==> config.mk <==
export PLATFORM = sky130hd
export DESIGN_NAME = rv32_hart_decoder
export DESIGN_NICKNAME = d
export VERILOG_FILES = /design/src/barrel_pkg.sv /design/src/rv32_hart_decoder.sv
export SDC_FILE = /design/constraint.sdc
export NUM_CORES = 1
export LEC_CHECK = 0
export BUFFER_PORTS_ARGS = -buffer_cell sky130_fd_sc_hd__buf_2
export CORE_MARGIN = 2
export CORE_UTILIZATION = 39
export DETAILED_ROUTE_END_ITERATION = 16
export GPL_TIMING_DRIVEN = 0
export PLACE_DENSITY = 0.75
export SKIP_LAST_GASP = 1
export SLEW_MARGIN = 20
export SYNTH_ARGS = -nofsm -noshare
export SYNTH_HDL_FRONTEND = slang
export SYNTH_SLANG_ARGS = --single-unit
==> constraint.sdc <==
create_clock -name clk -period 1.55 [get_ports clk]
set_input_delay 0.31 -clock clk [delete_from_list [all_inputs] [get_ports clk]]
set_output_delay 0.31 -clock clk [all_outputs]
set_load 0.05 [all_outputs]
==> src/barrel_pkg.sv <==
package barrel_pkg;

  // Thread and datapath sizes
  localparam int num_harts  = 4;
  localparam int hart_w     = $clog2(num_harts);
  localparam int xlen       = 32;
  localparam int reg_addr_w = 5;
  localparam int shamt_w    = $clog2(xlen);  // Shift amount taken from operand low bits

  // Major opcodes accepted by the core
  localparam logic [6:0] opc_op     = 7'b0110011;  // Register-register ALU
  localparam logic [6:0] opc_op_imm = 7'b0010011;  // Register-immediate ALU

  // funct3 field values for the supported operations
  localparam logic [2:0] f3_add = 3'b000;  // ADD, SUB, ADDI
  localparam logic [2:0] f3_sll = 3'b001;  // SLL, SLLI
  localparam logic [2:0] f3_slt = 3'b010;  // SLT, SLTI
  localparam logic [2:0] f3_xor = 3'b100;  // XOR, XORI
  localparam logic [2:0] f3_srl = 3'b101;  // SRL, SRLI
  localparam logic [2:0] f3_or  = 3'b110;  // OR, ORI
  localparam logic [2:0] f3_and = 3'b111;  // AND, ANDI

  // funct7 field values
  localparam logic [6:0] funct7_base = 7'b0000000;
  localparam logic [6:0] funct7_alt  = 7'b0100000;  // Selects SUB

  // Operations carried from decode to execute
  typedef enum logic [3:0] {
    alu_add = 4'd0,
    alu_sub = 4'd1,
    alu_sll = 4'd2,
    alu_slt = 4'd3,
    alu_xor = 4'd4,
    alu_srl = 4'd5,
    alu_or  = 4'd6,
    alu_and = 4'd7
  } alu_op_t;

  // One instruction word, seen either as R-type or as I-type
  typedef union packed {
    struct packed {
      logic [6:0]            funct7;
      logic [reg_addr_w-1:0] rs2;
      logic [reg_addr_w-1:0] rs1;
      logic [2:0]            funct3;
      logic [reg_addr_w-1:0] rd;
      logic [6:0]            opcode;
    } r;
    struct packed {
      logic [11:0]           imm12;  // Upper 7 bits double as funct7 for shifts
      logic [reg_addr_w-1:0] rs1;
      logic [2:0]            funct3;
      logic [reg_addr_w-1:0] rd;
      logic [6:0]            opcode;
    } i;
  } rv32_instr_u;

endpackage

==> src/rv32_hart_decoder.sv <==
module rv32_hart_decoder (
  input  logic                             clk,
  input  logic                             rst_n,
  input  logic                             in_valid,
  input  logic [barrel_pkg::xlen-1:0]       in_instr,
  output logic                             in_ready,
  output logic [barrel_pkg::hart_w-1:0]     slot_hart,
  output logic                             dec_valid,
  input  logic                             dec_ready,
  output logic [barrel_pkg::hart_w-1:0]     dec_hart,
  output logic [barrel_pkg::reg_addr_w-1:0] dec_rs1,
  output logic [barrel_pkg::reg_addr_w-1:0] dec_rs2,
  output logic [barrel_pkg::reg_addr_w-1:0] dec_rd,
  output barrel_pkg::alu_op_t               dec_op,
  output logic                             dec_use_imm,
  output logic [barrel_pkg::xlen-1:0]       dec_imm,
  output logic                             dec_illegal
);

  import barrel_pkg::*;

  rv32_instr_u           instr;
  logic                  in_fire;
  alu_op_t               nxt_op;
  logic                  nxt_use_imm;
  logic                  nxt_illegal;
  logic [reg_addr_w-1:0] nxt_rs1;
  logic [reg_addr_w-1:0] nxt_rs2;
  logic [xlen-1:0]       nxt_imm;

  assign instr    = in_instr;
  assign in_ready = !dec_valid || dec_ready;  // Room now or slot drains this edge
  assign in_fire  = in_valid && in_ready;

  always_comb begin
    nxt_op      = alu_add;
    nxt_use_imm = 1'b0;
    nxt_illegal = 1'b0;
    nxt_rs1     = instr.r.rs1;
    nxt_rs2     = instr.r.rs2;
    nxt_imm     = {{(xlen-12){instr.i.imm12[11]}}, instr.i.imm12};

    case (instr.r.opcode)
      opc_op: begin
        case (instr.r.funct3)
          f3_add:  nxt_op = (instr.r.funct7 == funct7_alt) ? alu_sub : alu_add;
          f3_sll:  nxt_op = alu_sll;
          f3_slt:  nxt_op = alu_slt;
          f3_xor:  nxt_op = alu_xor;
          f3_srl:  nxt_op = alu_srl;
          f3_or:   nxt_op = alu_or;
          f3_and:  nxt_op = alu_and;
          default: nxt_illegal = 1'b1;  // SLTU
        endcase
        // Only SUB may use the alternate funct7, SRA is not supported
        if (!((instr.r.funct7 == funct7_base) ||
              (instr.r.funct7 == funct7_alt && instr.r.funct3 == f3_add))) begin
          nxt_illegal = 1'b1;
        end
      end
      opc_op_imm: begin
        nxt_use_imm = 1'b1;
        nxt_rs2     = '0;  // I form has no second register
        case (instr.i.funct3)
          f3_add:  nxt_op = alu_add;
          f3_slt:  nxt_op = alu_slt;
          f3_xor:  nxt_op = alu_xor;
          f3_or:   nxt_op = alu_or;
          f3_and:  nxt_op = alu_and;
          f3_sll:  nxt_op = alu_sll;
          f3_srl:  nxt_op = alu_srl;
          default: nxt_illegal = 1'b1;  // SLTIU
        endcase
        // Shift immediates carry funct7 in the upper bits
        if ((instr.i.funct3 == f3_sll || instr.i.funct3 == f3_srl) &&
            (instr.r.funct7 != funct7_base)) begin
          nxt_illegal = 1'b1;
        end
      end
      default: nxt_illegal = 1'b1;
    endcase

    if (nxt_illegal) begin
      nxt_rs1 = '0;
      nxt_rs2 = '0;
    end
  end

  // Rotation counter and decode slot occupancy
  always_ff @(posedge clk or negedge rst_n) begin
    if (!rst_n) begin
      dec_valid <= 1'b0;
      slot_hart <= '0;
    end else if (in_fire) begin
      dec_valid <= 1'b1;
      if (slot_hart == hart_w'(num_harts - 1)) begin
        slot_hart <= '0;
      end else begin
        slot_hart <= slot_hart + 1'b1;
      end
    end else if (dec_ready) begin
      dec_valid <= 1'b0;
    end
  end

  // Decoded payload
  always_ff @(posedge clk) begin
    if (in_fire) begin
      dec_hart    <= slot_hart;  // Word belongs to the current slot
      dec_rs1     <= nxt_rs1;
      dec_rs2     <= nxt_rs2;
      dec_rd      <= instr.r.rd;
      dec_op      <= nxt_op;
      dec_use_imm <= nxt_use_imm;
      dec_imm     <= nxt_imm;
      dec_illegal <= nxt_illegal;
    end
  end

endmodule

* Word level (Yosys, flattened, before mapping) *
Index checks and enable logic that the tools add are counted.

word-level totals
  register bits after elaboration = 38
  word-level logic and storage cells = 46
  output and inout port bits = 59

operators by class
  equal/unequal tests = 10
  $add $sub $neg = 1
  reductions and logical operators = 13
  muxes and demuxes = 12

operators with widths
  cell                 count
  $pmux 3 s7           1
  $pmux 3 s6           1
  $eq 7x6->1 const B   2
  $eq 3x3->1 const B   4
  $eq 7x5->1 const B   1
  $logic_not 7->1      1
  $mux 1               7
  $reduce_bool 7->1    1
  $reduce_or 7->1      1
  $pmux 3 s2           1
  $eq 3x1->1 const B   1
  $eq 3x2->1 const B   1
  $logic_and 1x1->1    3
  $logic_not 3->1      1
  $logic_or 1x1->1     3
  $add 2x1->2 const B  1
  $eq 2x2->1 const B   1
  $mux 2               1
  $pmux 1 s2           1
  $reduce_bool 2->1    1
  $reduce_or 2->1      1
  $logic_not 1->1      1

* Logic depth before layout (Yosys ltp) *
  depth after elaboration = 6
  gate-level depth with buffers = 5
  gate-level depth less buffers = 3

* Worst setup path after synthesis *
Ideal clock, no wire load.

  kind = register to register
  start point = register dec_valid
  end point = register dec_hart[0] in the netlist's numbering (enable)
  arrival = 1.937 ns
  setup slack = -0.776 ns
  cell stages (with the launch flop) = 4
  required time = 1.161 ns
  cells stage by stage = dfrtp_1 > nand2b_1 > nand2_1 > inv_1

between the ends
  longest elaborated chain between the ends = 3

RTL lines
  element                   line                      RTL
  start: declaration        rv32_hart_decoder.sv:8    output logic dec_valid,
  start signal: assignment  rv32_hart_decoder.sv:92   dec_valid <= 1'b0;
  start signal: assignment  rv32_hart_decoder.sv:95   dec_valid <= 1'b1;
  start signal: assignment  rv32_hart_decoder.sv:102  dec_valid <= 1'b0;
  $logic_not 1->1           rv32_hart_decoder.sv:32   assign in_ready = !dec_valid || dec_ready;
  $logic_or 1x1->1          rv32_hart_decoder.sv:32
  via in_ready              rv32_hart_decoder.sv:6    output logic in_ready,
  $logic_and 1x1->1         rv32_hart_decoder.sv:33   assign in_fire = in_valid && in_ready;
  via in_fire               rv32_hart_decoder.sv:23   logic in_fire;
  end signal: assignment    rv32_hart_decoder.sv:109  dec_hart <= slot_hart;
  end: declaration          rv32_hart_decoder.sv:10   output logic [barrel_pkg::hart_w-1:0] dec_hart,

The timed path passes the listed nets, and every way through them passes these cells.
A chain may end at the register's enable or synchronous reset.

* Worst setup path in the final report *
  start point = register, netlist name dec_imm[11]
  end point = output port dec_imm[19] in the netlist's numbering

RTL lines
  element           line                     RTL
  end: declaration  rv32_hart_decoder.sv:16  output logic [barrel_pkg::xlen-1:0] dec_imm,

No word-level cell between the ends.

==> metrics <==
synth warn=0; Synth area leaders=edfxtp_1 62%, buf_4 10%, dfrtp_1 4.5%; vias per cell=4.50; hold slack=0.206 ns; final setup violation count=0; Worst-path clk slew=0.06 ns; Top delay family on crit path=buffers and inverters; I/O pin cnt=95; Site Rows=23; cts bufs inserted=5; grt ovf=0; Die Height=69.2 um; final critical-path share of the clock period=96.7%; final slew viol count=0; CP Data Arrival Time=1.19 ns; fin crit period=1.50 ns; Post-Syn Area=1660 um^2; #FFs+latches synth=37; P_int=1.70 mW; CP Class=reg2out; Worst EP required=1.24 ns; Starting Density=40.9%; path type of the worst min-delay path=in2reg; H-tree depth=2; DR pass1 iterations=4; Antenna diodes=0; synthesized net count=153; crit path cell chain=buf_4 > buf_4 > buf_4; IR drop worst, VDD=641 uV; WP buf/inv=3; Combinational Power Share=28.8%; Chip Width=69.2 um; worst-skew pair later-pin latency=0.28 ns; max cap viols=0; unrepaired setup endpoints after global routing=true; Seq/Total Area, Yosys=66.1%; Synth cell types=27; Synth area leader=edfxtp_1; DRC=0; die area=4790 um^2; Total Nets Final=256; clock share of power=24.3%; GRT Util Overall=14.9%; Cells after Synth=116; largest net degree at the start of global routing=18; Vias=1,215; RePlAce Congestion=0.715; Leak=1.05 nW; sequential share of power=46.9%; syn_area_per_cell=14.3 um^2; Post-Route Utilization=57.8%; core area=4060 um^2; FMAX=667 MHz; CTS tree=yes; number of global-route vias before repair=1,223; clock buffer depth=2; final hold viol count=0; WL final=3.43 mm; CP most frequent cell=buf_4; PD cells=1110 nW/um^2; sw frac=34.6%; first-pass GRT wire length=5.65 mm; detailed router's first-iteration violation count=58; HPWL after DPL=2.49 mm; slowest stage cell, crit path=edfxtp_1; P_sw=0.900 mW; critical path launch point type=flip-flop; initial antenna violation count=0; Buffers on Ports=92; Clock Skews=0.00507 ns; Worst setup EP type=output port; Post-DRT Antenna Nets=0; CTS Root Cell=clkbuf_8; layout cell share with drive strength beyond 1=65.5%; post-synth top area share=61.5%; synth-to-layout area growth=41.4%; WL/cell=12.7 um; Worst Path Max Fanout=10; CTS sink cnt=37; status=finished clean; CP peak stage delay=0.41 ns
[Yosys cell counts]
cell type / count
nand3_4: 1
nand2b_1: 2
xnor2_1: 1
buf_6: 1
conb_1: 1
o211a_1: 1
a21oi_1: 5
nor2b_1: 2
nand4_1: 6
nand2_1: 9
clkbuf_2: 2
and3_1: 1
nor4_2: 1
mux2_2: 2
and4bb_2: 1
nor2_1: 5
o211ai_2: 1
ha_1: 1
nand3b_1: 1
a21o_1: 2
edfxtp_1: 34
buf_4: 22
a311oi_2: 1
nor3_2: 5
inv_1: 4
dfrtp_1: 3
nor4b_2: 1
[area by class of cell]
cell class                 instances  area, um^2
fill                             366        1710
buffer                            25         186
sequential                        37        1100
multi-input combinational         50         377
timing repair buffer              95         514
timing repair inverter             1        7.51
tap                               50        62.6
clock inverter                     2        10.0
clock buffer                       6        72.6
inverter                           4        18.8
[per-stage QoR]
stage          total power, mW  std cells  area (um^2)  setup WS (ns)  TNS (ns)
5_1_grt                   2.72        270         2350        -0.0174    -0.134
2_1_floorplan             1.80        116         1680         -0.132     -4.47
4_1_cts                   2.62        270         2310         0.0513         0
3_3_place_gp              1.97        258         2200         -0.138     -4.63
3_5_place_dp              1.98        258         2200         -0.169     -5.73
6_report                  2.60        270         2350         0.0512         0
[cell families after synthesis]
logic type | count (synthesis) | synth area share, %
compound gates | 10 | 4.67
xor+xnor | 1 | 0.528
fa+ha+maj | 1 | 0.754
buf+inv | 29 | 12.1
flops | 37 | 66.1
mux | 2 | 1.36
other cells | 1 | 0.226
simple gates | 35 | 14.3
[path summary, 6_finish.rpt]
kind / startpoint / end / slack (ns) / depth (start not counted)
max: dec_imm[11] / dec_imm[19] / 0.05 / 3
min: in_instr[10] / dec_rd[3] / 0.21 / 1
max reg2reg: dec_valid / dec_imm[5] / 0.28 / 3
min reg2reg: slot_hart[1] / dec_hart[1] / 0.50 / 0
max in group asynchronous: rst_n / dec_valid / 1.08 / 2
min in group asynchronous: rst_n / slot_hart[1] / 0.35 / 2
[registers in the layout, indices dropped and copies added (netlist names), 2 cells and up]
register and flops:
dec_rd 5, dec_rs2 5, dec_hart 2, slot_hart 2, dec_op 3, dec_rs1 5
dec_imm 12
[cell usage in the layout, fill, tap and decap left out, types with 2 or more instances in the layout]
cell	n
buf_6	2
buf_2	82
clkbuf_2	2
nand2_1	8
clkinvlp_4	2
clkinv_2	2
nor2b_1	2
mux2_2	2
edfxtp_1	34
clkbuf_8	5
buf_4	33
nand4_1	6
dfrtp_1	2
nor3_2	5
a21o_1	2
nor2_1	5
inv_1	3
a21oi_1	5
[routing by layer]
metal | up-vias | wire [um] | GRT usage, %
li1 | 603 | - | -
met1 | 547 | 1280 | 15.5
met2 | 61 | 1780 | 27.1
met3 | 4 | 334 | 6.40
met4 | 0 | 37 | 4.58
met5 | - | 0 | 0
[power by group through the flow]
stage / registers, mW / clock network [mW] / logic (mW)
6_report: 1.22 / 0.632 / 0.750
5_1_grt: 1.23 / 0.703 / 0.789
4_1_cts: 1.22 / 0.652 / 0.746
3_5_place_dp: 1.25 / 0 / 0.730
3_3_place_gp: 1.25 / 0 / 0.718
2_1_floorplan: 1.53 / 0 / 0.265
[timing repair]
item,in CTS,in global routing
pin swaps,0,0
gates cloned,1,0
hold buffers,1,0
endpoints found under the hold margin,3,0
resized for setup,1,23
setup buffers,2,0
endpoints found under the setup margin,55,20
Note: power is estimated with default switching activity, not from simulation.
