<file path="src/barrel_pkg.sv">
package barrel_pkg;

  // Thread and datapath sizes
  localparam int num_harts  = 4;
  localparam int hart_w     = $clog2(num_harts);
  localparam int xlen       = 32;
  localparam int reg_addr_w = 5;
  localparam int shamt_w    = $clog2(xlen);  // Shift amount taken from operand low bits

  // Major opcodes accepted by the core
  localparam logic [6:0] opc_op     = 7'b0110011;  // Register-register ALU
  localparam logic [6:0] opc_op_imm = 7'b0010011;  // Register-immediate ALU

  // funct3 field values for the supported operations
  localparam logic [2:0] f3_add = 3'b000;  // ADD, SUB, ADDI
  localparam logic [2:0] f3_sll = 3'b001;  // SLL, SLLI
  localparam logic [2:0] f3_slt = 3'b010;  // SLT, SLTI
  localparam logic [2:0] f3_xor = 3'b100;  // XOR, XORI
  localparam logic [2:0] f3_srl = 3'b101;  // SRL, SRLI
  localparam logic [2:0] f3_or  = 3'b110;  // OR, ORI
  localparam logic [2:0] f3_and = 3'b111;  // AND, ANDI

  // funct7 field values
  localparam logic [6:0] funct7_base = 7'b0000000;
  localparam logic [6:0] funct7_alt  = 7'b0100000;  // Selects SUB

  // Operations carried from decode to execute
  typedef enum logic [3:0] {
    alu_add = 4'd0,
    alu_sub = 4'd1,
    alu_sll = 4'd2,
    alu_slt = 4'd3,
    alu_xor = 4'd4,
    alu_srl = 4'd5,
    alu_or  = 4'd6,
    alu_and = 4'd7
  } alu_op_t;

  // One instruction word, seen either as R-type or as I-type
  typedef union packed {
    struct packed {
      logic [6:0]            funct7;
      logic [reg_addr_w-1:0] rs2;
      logic [reg_addr_w-1:0] rs1;
      logic [2:0]            funct3;
      logic [reg_addr_w-1:0] rd;
      logic [6:0]            opcode;
    } r;
    struct packed {
      logic [11:0]           imm12;  // Upper 7 bits double as funct7 for shifts
      logic [reg_addr_w-1:0] rs1;
      logic [2:0]            funct3;
      logic [reg_addr_w-1:0] rd;
      logic [6:0]            opcode;
    } i;
  } rv32_instr_u;

endpackage

</file>
<file path="src/rv32_alu_stage.sv">
module rv32_alu_stage (
  input  logic                             clk,
  input  logic                             rst_n,
  input  logic                             dec_valid,
  output logic                             dec_ready,
  input  logic [barrel_pkg::hart_w-1:0]     dec_hart,
  input  barrel_pkg::alu_op_t               dec_op,
  input  logic                             dec_use_imm,
  input  logic [barrel_pkg::xlen-1:0]       dec_imm,
  input  logic [barrel_pkg::reg_addr_w-1:0] dec_rd,
  input  logic                             dec_illegal,
  input  logic [barrel_pkg::xlen-1:0]       rd1,
  input  logic [barrel_pkg::xlen-1:0]       rd2,
  output logic                             out_valid,
  input  logic                             out_ready,
  output logic [barrel_pkg::hart_w-1:0]     out_hart,
  output logic [barrel_pkg::reg_addr_w-1:0] out_rd,
  output logic [barrel_pkg::xlen-1:0]       out_data,
  output logic                             out_illegal,
  output logic                             wb_en,
  output logic [barrel_pkg::hart_w-1:0]     wb_hart,
  output logic [barrel_pkg::reg_addr_w-1:0] wb_addr,
  output logic [barrel_pkg::xlen-1:0]       wb_data
);

  import barrel_pkg::*;

  logic               load;
  logic               out_fire;
  logic [xlen-1:0]    op_b;
  logic [shamt_w-1:0] shamt;
  logic [xlen-1:0]    alu_res;

  // Accept a new instruction when empty or when the result leaves now
  assign dec_ready = !out_valid || out_ready;
  assign load      = dec_valid && dec_ready;
  assign out_fire  = out_valid && out_ready;

  assign op_b  = dec_use_imm ? dec_imm : rd2;
  assign shamt = op_b[shamt_w-1:0];

  always_comb begin
    case (dec_op)
      alu_add: alu_res = rd1 + op_b;
      alu_sub: alu_res = rd1 - op_b;
      alu_sll: alu_res = rd1 << shamt;
      alu_slt: alu_res = {{(xlen-1){1'b0}}, ($signed(rd1) < $signed(op_b))};
      alu_xor: alu_res = rd1 ^ op_b;
      alu_srl: alu_res = rd1 >> shamt;  // Logical only
      alu_or:  alu_res = rd1 | op_b;
      alu_and: alu_res = rd1 & op_b;
      default: alu_res = '0;
    endcase
  end

  always_ff @(posedge clk or negedge rst_n) begin
    if (!rst_n) begin
      out_valid <= 1'b0;
    end else if (load) begin
      out_valid <= 1'b1;
    end else if (out_ready) begin
      out_valid <= 1'b0;  // Result taken, nothing behind it
    end
  end

  // Result register
  always_ff @(posedge clk) begin
    if (load) begin
      out_hart    <= dec_hart;
      out_rd      <= dec_rd;
      out_data    <= dec_illegal ? '0 : alu_res;
      out_illegal <= dec_illegal;
    end
  end

  // Write-back fires once, on the output handshake
  assign wb_en   = out_fire && !out_illegal && (out_rd != '0);
  assign wb_hart = out_hart;
  assign wb_addr = out_rd;
  assign wb_data = out_data;

endmodule

</file>
<file path="config.mk">
export PLATFORM = sky130hd
export DESIGN_NAME = rv32_alu_stage
export DESIGN_NICKNAME = d
export VERILOG_FILES = /design/src/barrel_pkg.sv /design/src/rv32_alu_stage.sv
export SDC_FILE = /design/constraint.sdc
export NUM_CORES = 1
export LEC_CHECK = 0
export BUFFER_PORTS_ARGS = -buffer_cell sky130_fd_sc_hd__buf_2
export CAP_MARGIN = 20
export CORE_MARGIN = 1
export CORE_UTILIZATION = 56
export CTS_CLUSTER_DIAMETER = 150
export DETAILED_ROUTE_END_ITERATION = 8
export GPL_TIMING_DRIVEN = 0
export PLACE_DENSITY = 0.8
export SLEW_MARGIN = 20
export SYNTH_ARGS = -nofsm -noshare
export SYNTH_HDL_FRONTEND = slang
export SYNTH_SLANG_ARGS = --single-unit
</file>
<file path="constraint.sdc">
create_clock -name clk -period 2.15 [get_ports clk]
set_input_delay 0.1075 -clock clk [delete_from_list [all_inputs] [get_ports clk]]
set_output_delay 0.1075 -clock clk [all_outputs]
set_load 0.02 [all_outputs]
</file>
==> results of run 1 <==
## cells in the mapped netlist (all sizes together), types with 16 or more instances
master	n
o22ai	17
nand3	36
edfxtp	40
clkbuf	74
inv	88
o21ai	100
xnor2	21
nor3	39
a21o	16
a221oi	17
mux2i	107
a211oi	22
buf	73
o211ai	23
o31ai	18
nor2	143
a21oi	130
nand2b	19
nand2	156
a31oi	36
ha	112
## metrics by stage
step,worst slack (ns),hold WS [ns],utilization [%],instance area [um2]
2_1_floorplan,-1.47,-0.188,-,10900
3_3_place_gp,-2.68,-0.0866,64.9,12200
3_5_place_dp,-2.73,-0.0889,65.0,12200
4_1_cts,-1.51,0.00156,74.7,14000
## repair_timing
action	in CTS
setup endpoints to repair	32
hold buffers	6
resized for setup	257
pin swaps	74
buffers inserted	58
endpoints found under the hold margin	6
## metal layers
metal / GRT overflow / global-route usage [%]
met2: 50 / 92.9
met1: 1 / 77.3
met4: 36 / 74.6
met5: 0 / 23.1
met3: 3 / 61.7
## logic make-up after synthesis
kind of cell / Yosys count / synth area share (%)
AOI/OAI and AO/OA: 497 / 30.3
xor gates and xnor gates: 25 / 2.04
adders and majority gates: 114 / 13.4
buffers and inverters: 239 / 10.1
DFF: 41 / 11.4
muxes: 123 / 13.1
and+or+nand+nor: 466 / 19.7
==> summary.md, run 1 <==
| Metric | Value |
|---|---|
| Run status | aborted with a tool error |
| Last stage the flow got to | 5_1_grt |
| Error Message | [ERROR GRT-0232] Routing congestion too high. Check the congestion heatmap in the GUI. |
| Global router's overall resource usage | 76.3% |
| I/O pin total | ~200 |
| Number of flops mapped to enable cells by yosys | 40 |
| Clock Path Buffers | 2 |
| Sequential cell area fraction in the yosys report | a little under an eighth |
| Synth area leader | sky130_fd_sc_hd__ha_1 |
| Placed cell count | approximately 1900 |
| Cell Area, Synth | 10800 um2 |
| Fraction of synthesis flops using an asynchronous set or reset pin | between 2 and 2.5% |
| Worst endpoint after global-route timing repair | out_data[22]$_SDFFCE_PP0P_/D |
| Remaining global-route overflow | 90 |
| Share of the synthesized area in the top cell type | between 10% and 20% |
| HPWL after DPL | 42.9 mm |
| Synthesized instance count | roughly 1500 |
| Cell row count | 50 |
| TritonCTS Buffers | 5 |
| Most used flip-flop cell after synthesis | sky130_fd_sc_hd__edfxtp_1 |
| Largest net degree at the start of global routing | 38 |
| Number of clock sinks | between 40 and 50 |
| Final weighted congestion of routability-driven global placement | 1.26 |
| Kind of the worst endpoint | register data pin |
| I/O Buffers | between 150 and 200 |
| Nets in the synthesized netlist | approximately 1700 |
| Synth area leaders | sky130_fd_sc_hd__ha_1 13%, sky130_fd_sc_hd__edfxtp_1 11%, sky130_fd_sc_hd__mux2i_1 9.9% |
| Post-synthesis cell type count | around 80 |
| Height of the die | ~140 um |
| Total number of yosys warnings | 0 |
| Initial Util | between 50% and 60% |
| Die Span X | roughly 140 um |
| Number of synthesized register bits | about 40 |
| Max H-tree Level | 2 |
| Cell chosen for the clock root | sky130_fd_sc_hd__clkbuf_16 |
| Post-Synthesis Mean Instance Area | 7.15 um2 |
==> inputs of run 2 (changes only) <==
- CORE_UTILIZATION: 56 -> 40
- CTS_CLUSTER_DIAMETER: 150 -> default
- PLACE_DENSITY: 0.8 -> default
- PLACE_DENSITY_LB_ADDON: default -> 0.15
==> run 2 against run 1 <==
  * The flow now finishes, with violations (design-rule violations, negative setup slack)
  * Area after synthesis unchanged
  * Synthesized cell count unchanged
==> summary.md, run 2 <==
| Metric | Value |
|---|---|
| Power density of the placed cells | approximately 450 nW/um2 |
| Routed Wire Length | approximately 67 mm |
| Post-route worst setup slack | -1.74 ns |
| Startpoint of the lowest-slack register-to-register path | out_valid |
| Sw Ratio | about half |
| Number of flops mapped to enable cells by yosys | 40 |
| Final max-slew violation count | 0 |
| Library cell with the highest instance count after synthesis | sky130_fd_sc_hd__nand2_1 |
| Minimum clock period after layout | 3.89 ns |
| Destination of the worst hold path | out_rd[4] |
| Cell row count | 59 |
| Hold wc startpoint | dec_rd[4] |
| Initial Util | 41.0% |
| Post-layout instance count excluding filler cells | 2156 |
| End-of-flow core utilization | around three fifths |
| Clock-pin transition on the worst setup and hold timing paths | ~0.06 ns |
| Clock Path Buffers | 2 |
| Cell chosen for the clock root | sky130_fd_sc_hd__clkbuf_16 |
| Number of iterations in the first detailed-routing pass | 9 |
| Synth area leader | sky130_fd_sc_hd__ha_1 |
| HPWL after DPL | a little under 50 mm |
| Global router's overall resource usage | between 40% and 50% |
| Commonest cells post-synth | 156 x sky130_fd_sc_hd__nand2_1, 143 x sky130_fd_sc_hd__nor2_1, 130 x sky130_fd_sc_hd__a21oi_1 |
| Combinational group share of total power | 74.0% |
| Share of power burned in the clock network | around 12% |
| Maximum fanout along the worst path | 5 |
| Hold depth | 1 |
| Detailed router's first-iteration violation count | 2240 |
| Post-Synthesis Mean Instance Area | between 7 and 8 um2 |
| Clock tree from TritonCTS | done |
| Data required time at the worst endpoint | between 2 and 2.5 ns |
| Peak supply drop | between 200 and 300 uV |
| Share of final-layout standard cells stronger than drive strength 1 | 36.7% |
| Fraction of synthesis flops using an asynchronous set or reset pin | 2.44% |
| DIE AREA | roughly 28000 um2 |
| Total number of yosys warnings | 0 |
| Worst flop-to-flop path endpoint | out_data[12] |
| Number of synthesized register bits | approximately 40 |
| Adder and majority cell fraction of the synthesized area | a little over an eighth |
| Final Hold Fails | 0 |
| Least-Margin Pin Slew | around 1.3 ns |
| Violations in the final reports | design-rule violations, negative setup slack |
| Leakage | approximately 6.6 nW |
| Simple-gate portion of the synthesized area | approximately a fifth |
| Commonest cells after routing, fill and taps aside | 204 x sky130_fd_sc_hd__buf_2, 149 x sky130_fd_sc_hd__nand2_1, 133 x sky130_fd_sc_hd__nor2_1 |
| Max capacitance violation total | 0 |
| Largest registers | out_data x32, out_rd x5, out_hart x2 |
| Placed cell count | just over 2000 |
| Fill cell total of the finished layout | approximately 2400 |
| Sequential cell area fraction in the yosys report | about 11% |
| Cell count of the worst reg-to-reg path | 3 |
| Largest register FFs | 32 |
| Number of clock sinks | between 40 and 50 |
| Leading cell type in the layout, fill and taps excluded | sky130_fd_sc_hd__buf_2 |
| Internal portion of total power | roughly 0.0034 W |
| Number of setup violations in the final report | 32 |
| Critical path capture point type | flop |
| Number of nets in the final layout | slightly above 2000 |
| Share of the synthesized area in the top cell type | about an eighth |
| Combinational family with the most area after synthesis | compound AO/OA/AOI/OAI gates |
| Run status | finished with violations |
| Critical Path Start Type | input port |
| Number of antenna violations at the first check in global routing | 4 |
| Start-to-end type of the worst setup path | input port to flop |
| Post-synthesis compound-gate area fraction | a little under a third |
| Post-synthesis cell type count | slightly above 80 |
| Synth area leaders | sky130_fd_sc_hd__ha_1 13%, sky130_fd_sc_hd__edfxtp_1 11%, sky130_fd_sc_hd__mux2i_1 9.9% |
| Remaining global-route overflow | 0 |
| Xor/xnor cell area share of the yosys netlist | 2.04% |
| Routed length per placed instance | between 30 and 40 um |
| Overall via count from detail_route | between 10000 and 15000 |
| Setup repair after global routing missed its margin | yes |
| Most used flip-flop cell after synthesis | sky130_fd_sc_hd__edfxtp_1 |
| Nets in the synthesized netlist | 1732 |
| Worst setup slack for register-to-register paths | between 0.6 and 0.7 ns |
| Number of remaining DRC errors | 50 |
| Mux share of post-synthesis cell area | 13.1% |
| TritonCTS Buffers | 5 |
| Number of global-route vias before repair | about 14000 |
| Synthesized instance count | 1505 |
| I/O pin total | between 150 and 200 |
| Die Span X | ~170 um |
| Largest net degree at the start of global routing | 23 |
| First-pass GRT wire length | about 93 mm |
| Net switching power | approximately 0.0035 W |
| Final weighted congestion of routability-driven global placement | ~1.1 |
| Final critical-path share of the clock period | 181% |
| Height of the die | around 170 um |
| Cell Area, Synth | about 11000 um2 |
| Post-route ant nets | 0 |
| Relative slew slack | a little under an eighth |
| Share of power burned in registers | between 10% and 20% |
| Clock Skews | between 0.003 and 0.004 ns |
| Max H-tree Level | 2 |
| Critical path origin | dec_use_imm |
| I/O Buffers | around 190 |
| Clk_lat worst skew | roughly 0.28 ns |
| Peak Freq | 257 MHz |
| Most flop-heavy register | out_data |
| Area Growth Syn to Fin | 44.5% |
| CORE AREA | between 20000 and 30000 um2 |
| Number of vias per cell | slightly below 7 |
| Endpoint arrival time on the critical path | ~3.9 ns |
| Worst min path class | input port to flop |
-- run 2: critical path, cell delays in order --
cell,delay [ns]
sky130_fd_sc_hd__buf_12,0.10
sky130_fd_sc_hd__mux2i_4,0.26
sky130_fd_sc_hd__buf_12,0.15
sky130_fd_sc_hd__clkinv_8,0.04
sky130_fd_sc_hd__clkbuf_16,0.14
sky130_fd_sc_hd__buf_12,0.12
sky130_fd_sc_hd__buf_12,0.12
sky130_fd_sc_hd__ha_4,0.16
sky130_fd_sc_hd__fa_2,0.38
sky130_fd_sc_hd__a211oi_4,0.26
sky130_fd_sc_hd__o21bai_4,0.13
sky130_fd_sc_hd__a2111oi_4,0.38
sky130_fd_sc_hd__o31a_1,0.34
sky130_fd_sc_hd__o21ai_4,0.12
sky130_fd_sc_hd__a211o_4,0.39
sky130_fd_sc_hd__mux2i_4,0.18
sky130_fd_sc_hd__xor2_2,0.29
sky130_fd_sc_hd__o22ai_1,0.18
-- run 2: metal layers --
layer | wire (um) | vias to the layer above | GRT usage (%)
li1 | - | 6129 | -
met1 | 25100 | 7029 | 58.7
met2 | 27400 | 1327 | 68.8
met3 | 9860 | 295 | 16.3
met4 | 4750 | 4 | 23.9
met5 | 23 | - | 0
-- run 2: what timing repair did --
| item | CTS | global route |
|---|---|---|
| hold buffers | 7 | 0 |
| pin swaps | 91 | 86 |
| endpoints found under the setup margin | 32 | 32 |
| gates cloned | 0 | 0 |
| setup buffers | 85 | 36 |
| hold endpoints to repair | 7 | 0 |
| gates resized for setup | 320 | 160 |
-- run 2: worst max path at each step --
stage,endpoint,cells past startpoint,slack (ns)
floorplan,out_data[30],17,-1.47
global placement,out_data[24],16,-3.25
detailed placement,out_data[24],16,-3.19
CTS,out_data[22],18,-1.64
global route,out_data[22],18,-1.70
finish,out_data[22],18,-1.74
-- run 2: cells by family after synthesis --
logic type / Yosys count
buf+inv: 239
flops: 41
mux: 123
fa+ha+maj: 114
xor+xnor: 25
compound gates: 497
simple gates: 466
-- run 2: through the flow --
stage	hold WS [ns]	cell area [um2]	setup TNS (ns)	worst slack (ns)	total power, W
final	0.0105	15500	-40.71	-1.74	0.00692
after global routing	0.00265	15500	-41.83	-1.70	0.00709
after floorplan	-0.188	10900	-28.57	-1.47	0.00328
after CTS	0.00141	14600	-38.66	-1.64	0.00625
after detailed placement	-0.117	12300	-75.22	-3.19	0.00463
after global placement	-0.117	12300	-76.80	-3.25	0.00463
-- run 2: cell type report --
type / instances / area (um2) / share of cell area (%)
diodes: 2 / 5.00 / 0.0322
plain buffers: 140 / 1140 / 7.33
clock buffers: 5 / 125 / 0.805
clock inverters: 3 / 46.3 / 0.298
inverters: 92 / 372 / 2.39
multi-input cells: 1225 / 10100 / 65.0
flip-flops and latches: 41 / 1230 / 7.89
well taps: 335 / 419 / 2.70
repair buffers: 313 / 2110 / 13.6
-- run 2: power by group through the flow --
| stage | clock, W | sequential (W) | combinational (W) |
|---|---|---|---|
| 2_1_floorplan | 0 | 0.00102 | 0.00225 |
| 3_3_place_gp | 0 | 0.000971 | 0.00366 |
| 3_5_place_dp | 0 | 0.000971 | 0.00366 |
| 4_1_cts | 0.000857 | 0.000954 | 0.00444 |
| 5_1_grt | 0.000887 | 0.000959 | 0.00524 |
| 6_report | 0.000843 | 0.000953 | 0.00512 |
Power figures use the tool's default switching activity.
==> inputs of run 3 (changes only) <==
- ABC_AREA: default -> 1
- CORE_UTILIZATION: 40 -> 38
- SKIP_CTS_REPAIR_TIMING: default -> 1
==> run 3 against run 2 <==
  * The flow finishes with violations (negative hold slack, negative setup slack)
  * Routed wire length rose by 5.3%
  * Power is 4.8% higher
  * Final area rose by 12%
  * Worst hold slack got worse by 0.011 ns
  * Critical endpoint is now out_data[9]
==> summary.md, run 3 <==
| Metric | Value |
|---|---|
| Number of clock sinks | a little over 40 |
| Maximum fanout along the worst path | 10 |
| Final total negative setup slack | -9.08 ns |
| I/O pin total | a little under 200 |
| Nets in the synthesized netlist | between 2000 and 2500 |
| Sequential cell area fraction in the yosys report | between 10% and 20% |
| Cell row count | 64 |
| Area Growth Syn to Fin | 46.3% |
| I/O Buffers | 194 |
| Violations in the final reports | negative hold slack, negative setup slack |
| Number of nets in the final layout | roughly 2700 |
| Post-route worst setup slack | -0.479 ns |
| Peak supply drop | around 230 uV |
| Share of final-layout standard cells stronger than drive strength 1 | between 30% and 40% |
| Synthesized instance count | between 2000 and 2500 |
| Die Span X | roughly 180 um |
| TritonCTS Buffers | 5 |
| Clock-pin transition on the worst setup and hold timing paths | 0.05 ns |
| Clk_lat worst skew | between 0.2 and 0.3 ns |
| Routed length per placed instance | 24.4 um |
| Setup repair after global routing missed its margin | yes |
| Combinational family with the most area after synthesis | simple AND/OR/NAND/NOR gates |
| Final max-slew violation count | 0 |
| Library cell with the highest instance count after synthesis | sky130_fd_sc_hd__nand2_1 |
| Number of flops mapped to enable cells by yosys | 40 |
| Startpoint of the lowest-slack register-to-register path | out_valid |
| Least-Margin Pin Slew | 1.06 ns |
| Detailed router's first-iteration violation count | just under 2000 |
| Overall via count from detail_route | around 17000 |
| Mux share of post-synthesis cell area | 0% |
| Clock tree from TritonCTS | done |
| Cell chosen for the clock root | sky130_fd_sc_hd__clkbuf_16 |
| Routed Wire Length | just over 70 mm |
| Global router's overall resource usage | ~42% |
| Destination of the worst hold path | out_hart[1] |
| Endpoint arrival time on the critical path | approximately 2.6 ns |
| Worst setup slack for register-to-register paths | 0.70 ns |
| Final Hold Fails | 1 |
| HPWL after DPL | between 50 and 60 mm |
| Hold depth | 1 |
| Most used flip-flop cell after synthesis | sky130_fd_sc_hd__edfxtp_1 |
| Peak Freq | around 380 MHz |
| Total number of yosys warnings | 0 |
| Minimum clock period after layout | about 2.6 ns |
| Post-route ant nets | 0 |
| Cell Area, Synth | between 10000 and 15000 um2 |
| Number of synthesized register bits | 41 |
| Worst min path class | input port to flop |
| Tightest hold margin | -0.000640 ns |
| Largest net degree at the start of global routing | 27 |
| Commonest cells post-synth | 632 x sky130_fd_sc_hd__nand2_1, 436 x sky130_fd_sc_hd__nand3_1, 311 x sky130_fd_sc_hd__inv_1 |
| Relative slew slack | about 29% |
| Number of setup violations in the final report | 31 |
| Number of iterations in the first detailed-routing pass | 6 |
| Data required time at the worst endpoint | around 2.2 ns |
| Number of vias per cell | ~5.9 |
| Hold wc startpoint | dec_hart[1] |
| Leakage | ~9 nW |
| Number of remaining DRC errors | 0 |
| Final critical-path share of the clock period | 122% |
| Cell count of the worst reg-to-reg path | 2 |
| Post-synthesis cell type count | 45 |
| Largest register FFs | 32 |
| Max capacitance violation total | 0 |
| DIE AREA | roughly 32000 um2 |
| Clock Skews | around 0.0015 ns |
| Most flop-heavy register | out_data |
| Commonest cells after routing, fill and taps aside | 499 x sky130_fd_sc_hd__nand2_1, 385 x sky130_fd_sc_hd__nand3_1, 259 x sky130_fd_sc_hd__inv_1 |
| Largest registers | out_data x32, out_rd x5, out_hart x2 |
| Fill cell total of the finished layout | 3060 |
| CORE AREA | around 30000 um2 |
| First-pass GRT wire length | about 95 mm |
| Run status | finished with violations |
| Worst flop-to-flop path endpoint | out_data[0] |
| Adder and majority cell fraction of the synthesized area | approximately 12% |
| Power density of the placed cells | around 420 nW/um2 |
| Worst slack at placement | -1.56 ns |
| Number of antenna violations at the first check in global routing | 2 |
| Simple-gate portion of the synthesized area | 49.6% |
| Remaining global-route overflow | 0 |
| Start-to-end type of the worst setup path | input port to flop |
| Number of global-route vias before repair | around 15000 |
| Height of the die | approximately 180 um |
| Initial Util | between 30% and 40% |
| Synth area leaders | sky130_fd_sc_hd__nand2_1 20%, sky130_fd_sc_hd__nand3_1 18%, sky130_fd_sc_hd__ha_1 12% |
| Critical Path Start Type | input port |
| Clock Path Buffers | 2 |
| Share of the synthesized area in the top cell type | roughly a fifth |
| End-of-flow core utilization | a little under three fifths |
| Post-synthesis compound-gate area fraction | 11.5% |
| Final weighted congestion of routability-driven global placement | 1.07 |
| Leading cell type in the layout, fill and taps excluded | sky130_fd_sc_hd__nand2_1 |
| Synth area leader | sky130_fd_sc_hd__nand2_1 |
| Xor/xnor cell area share of the yosys netlist | 0.147% |
| Max H-tree Level | 2 |
| Fraction of synthesis flops using an asynchronous set or reset pin | about 2.4% |
| Critical path capture point type | flop |
| Post-Synthesis Mean Instance Area | ~5.4 um2 |
## run 3: cell types whose count changed in the layout (fill, tap and decap cells not counted), sizes merged, moves of 33 or more
| cell | previous run | this run |
|---|---|---|
| a21oi | 130 | 90 |
| a31oi | 36 | 3 |
| clkbuf | 67 | 31 |
| inv | 87 | 318 |
| mux2i | 107 | 0 |
| nand2 | 156 | 642 |
| nand3 | 36 | 436 |
| nor2 | 143 | 195 |
## run 3: cell type report
| class | instances | area [um2] | share of cell area (%) |
|---|---|---|---|
| multi-input cells | 1716 | 11300 | 65.0 |
| inverters | 319 | 1260 | 7.26 |
| plain buffers | 128 | 1170 | 6.73 |
| diodes | 1 | 2.50 | 0.0144 |
| clock buffers | 7 | 153 | 0.877 |
| flip-flops and latches | 41 | 1230 | 7.04 |
| well taps | 396 | 495 | 2.85 |
| clock inverters | 1 | 8.76 | 0.0503 |
| repair buffers | 284 | 1770 | 10.2 |
## run 3: critical path: stages
cell and delay (ns):
sky130_fd_sc_hd__buf_2 0.10, sky130_fd_sc_hd__inv_1 0.07, sky130_fd_sc_hd__nand3_1 0.34, sky130_fd_sc_hd__clkinv_1 0.57, sky130_fd_sc_hd__clkbuf_1 0.54, sky130_fd_sc_hd__nand3_1 0.25, sky130_fd_sc_hd__nand4_1 0.31, sky130_fd_sc_hd__nor2_4 0.29
sky130_fd_sc_hd__nor2_2 0.05
## run 3: power breakdown
part	leakage, nW	switching (W)	internal (W)
Sequential	0.406	0.0000318	0.000943
Combinational	8.34	0.00361	0.00189
Clock	0.0805	0.000277	0.000496
Total	8.82	0.00392	0.00333
## run 3: kinds of logic after synthesis
group,count (synthesis)
adders and majority gates,114
buffers and inverters,450
and+or+nand+nor,1358
xor gates and xnor gates,2
AOI/OAI and AO/OA,242
DFF,41
## run 3: through the flow
step	power, W	cells	cell area [um2]
finish	0.00725	2893	17400
global route	0.00760	2892	17400
CTS	0.00592	2806	14300
floorplan	0.00371	2207	12600
detailed placement	0.00514	2798	14200
global placement	0.00511	2797	14100
## run 3: how the worst max path moves through the flow
stage,slack [ns],cells past startpoint,to,startpoint
3_5_place_dp,-1.56,13,out_data[0],dec_use_imm
5_1_grt,-0.46,20,out_data[14],dec_use_imm
4_1_cts,-1.26,13,out_data[0],dec_use_imm
6_report,-0.48,9,out_data[9],dec_op[1]
2_1_floorplan,-0.11,19,out_data[21],dec_use_imm
3_3_place_gp,-1.52,13,out_data[0],dec_use_imm
## run 3: metal layers
layer  vias to the layer above  global-route usage (%)  wire, um
li1                       7722                       -         -
met1                      7870                    57.0     28400
met2                      1245                    61.6     28200
met3                       228                    8.67      9120
met4                         2                    19.4      4840
met5                         -                       0        13
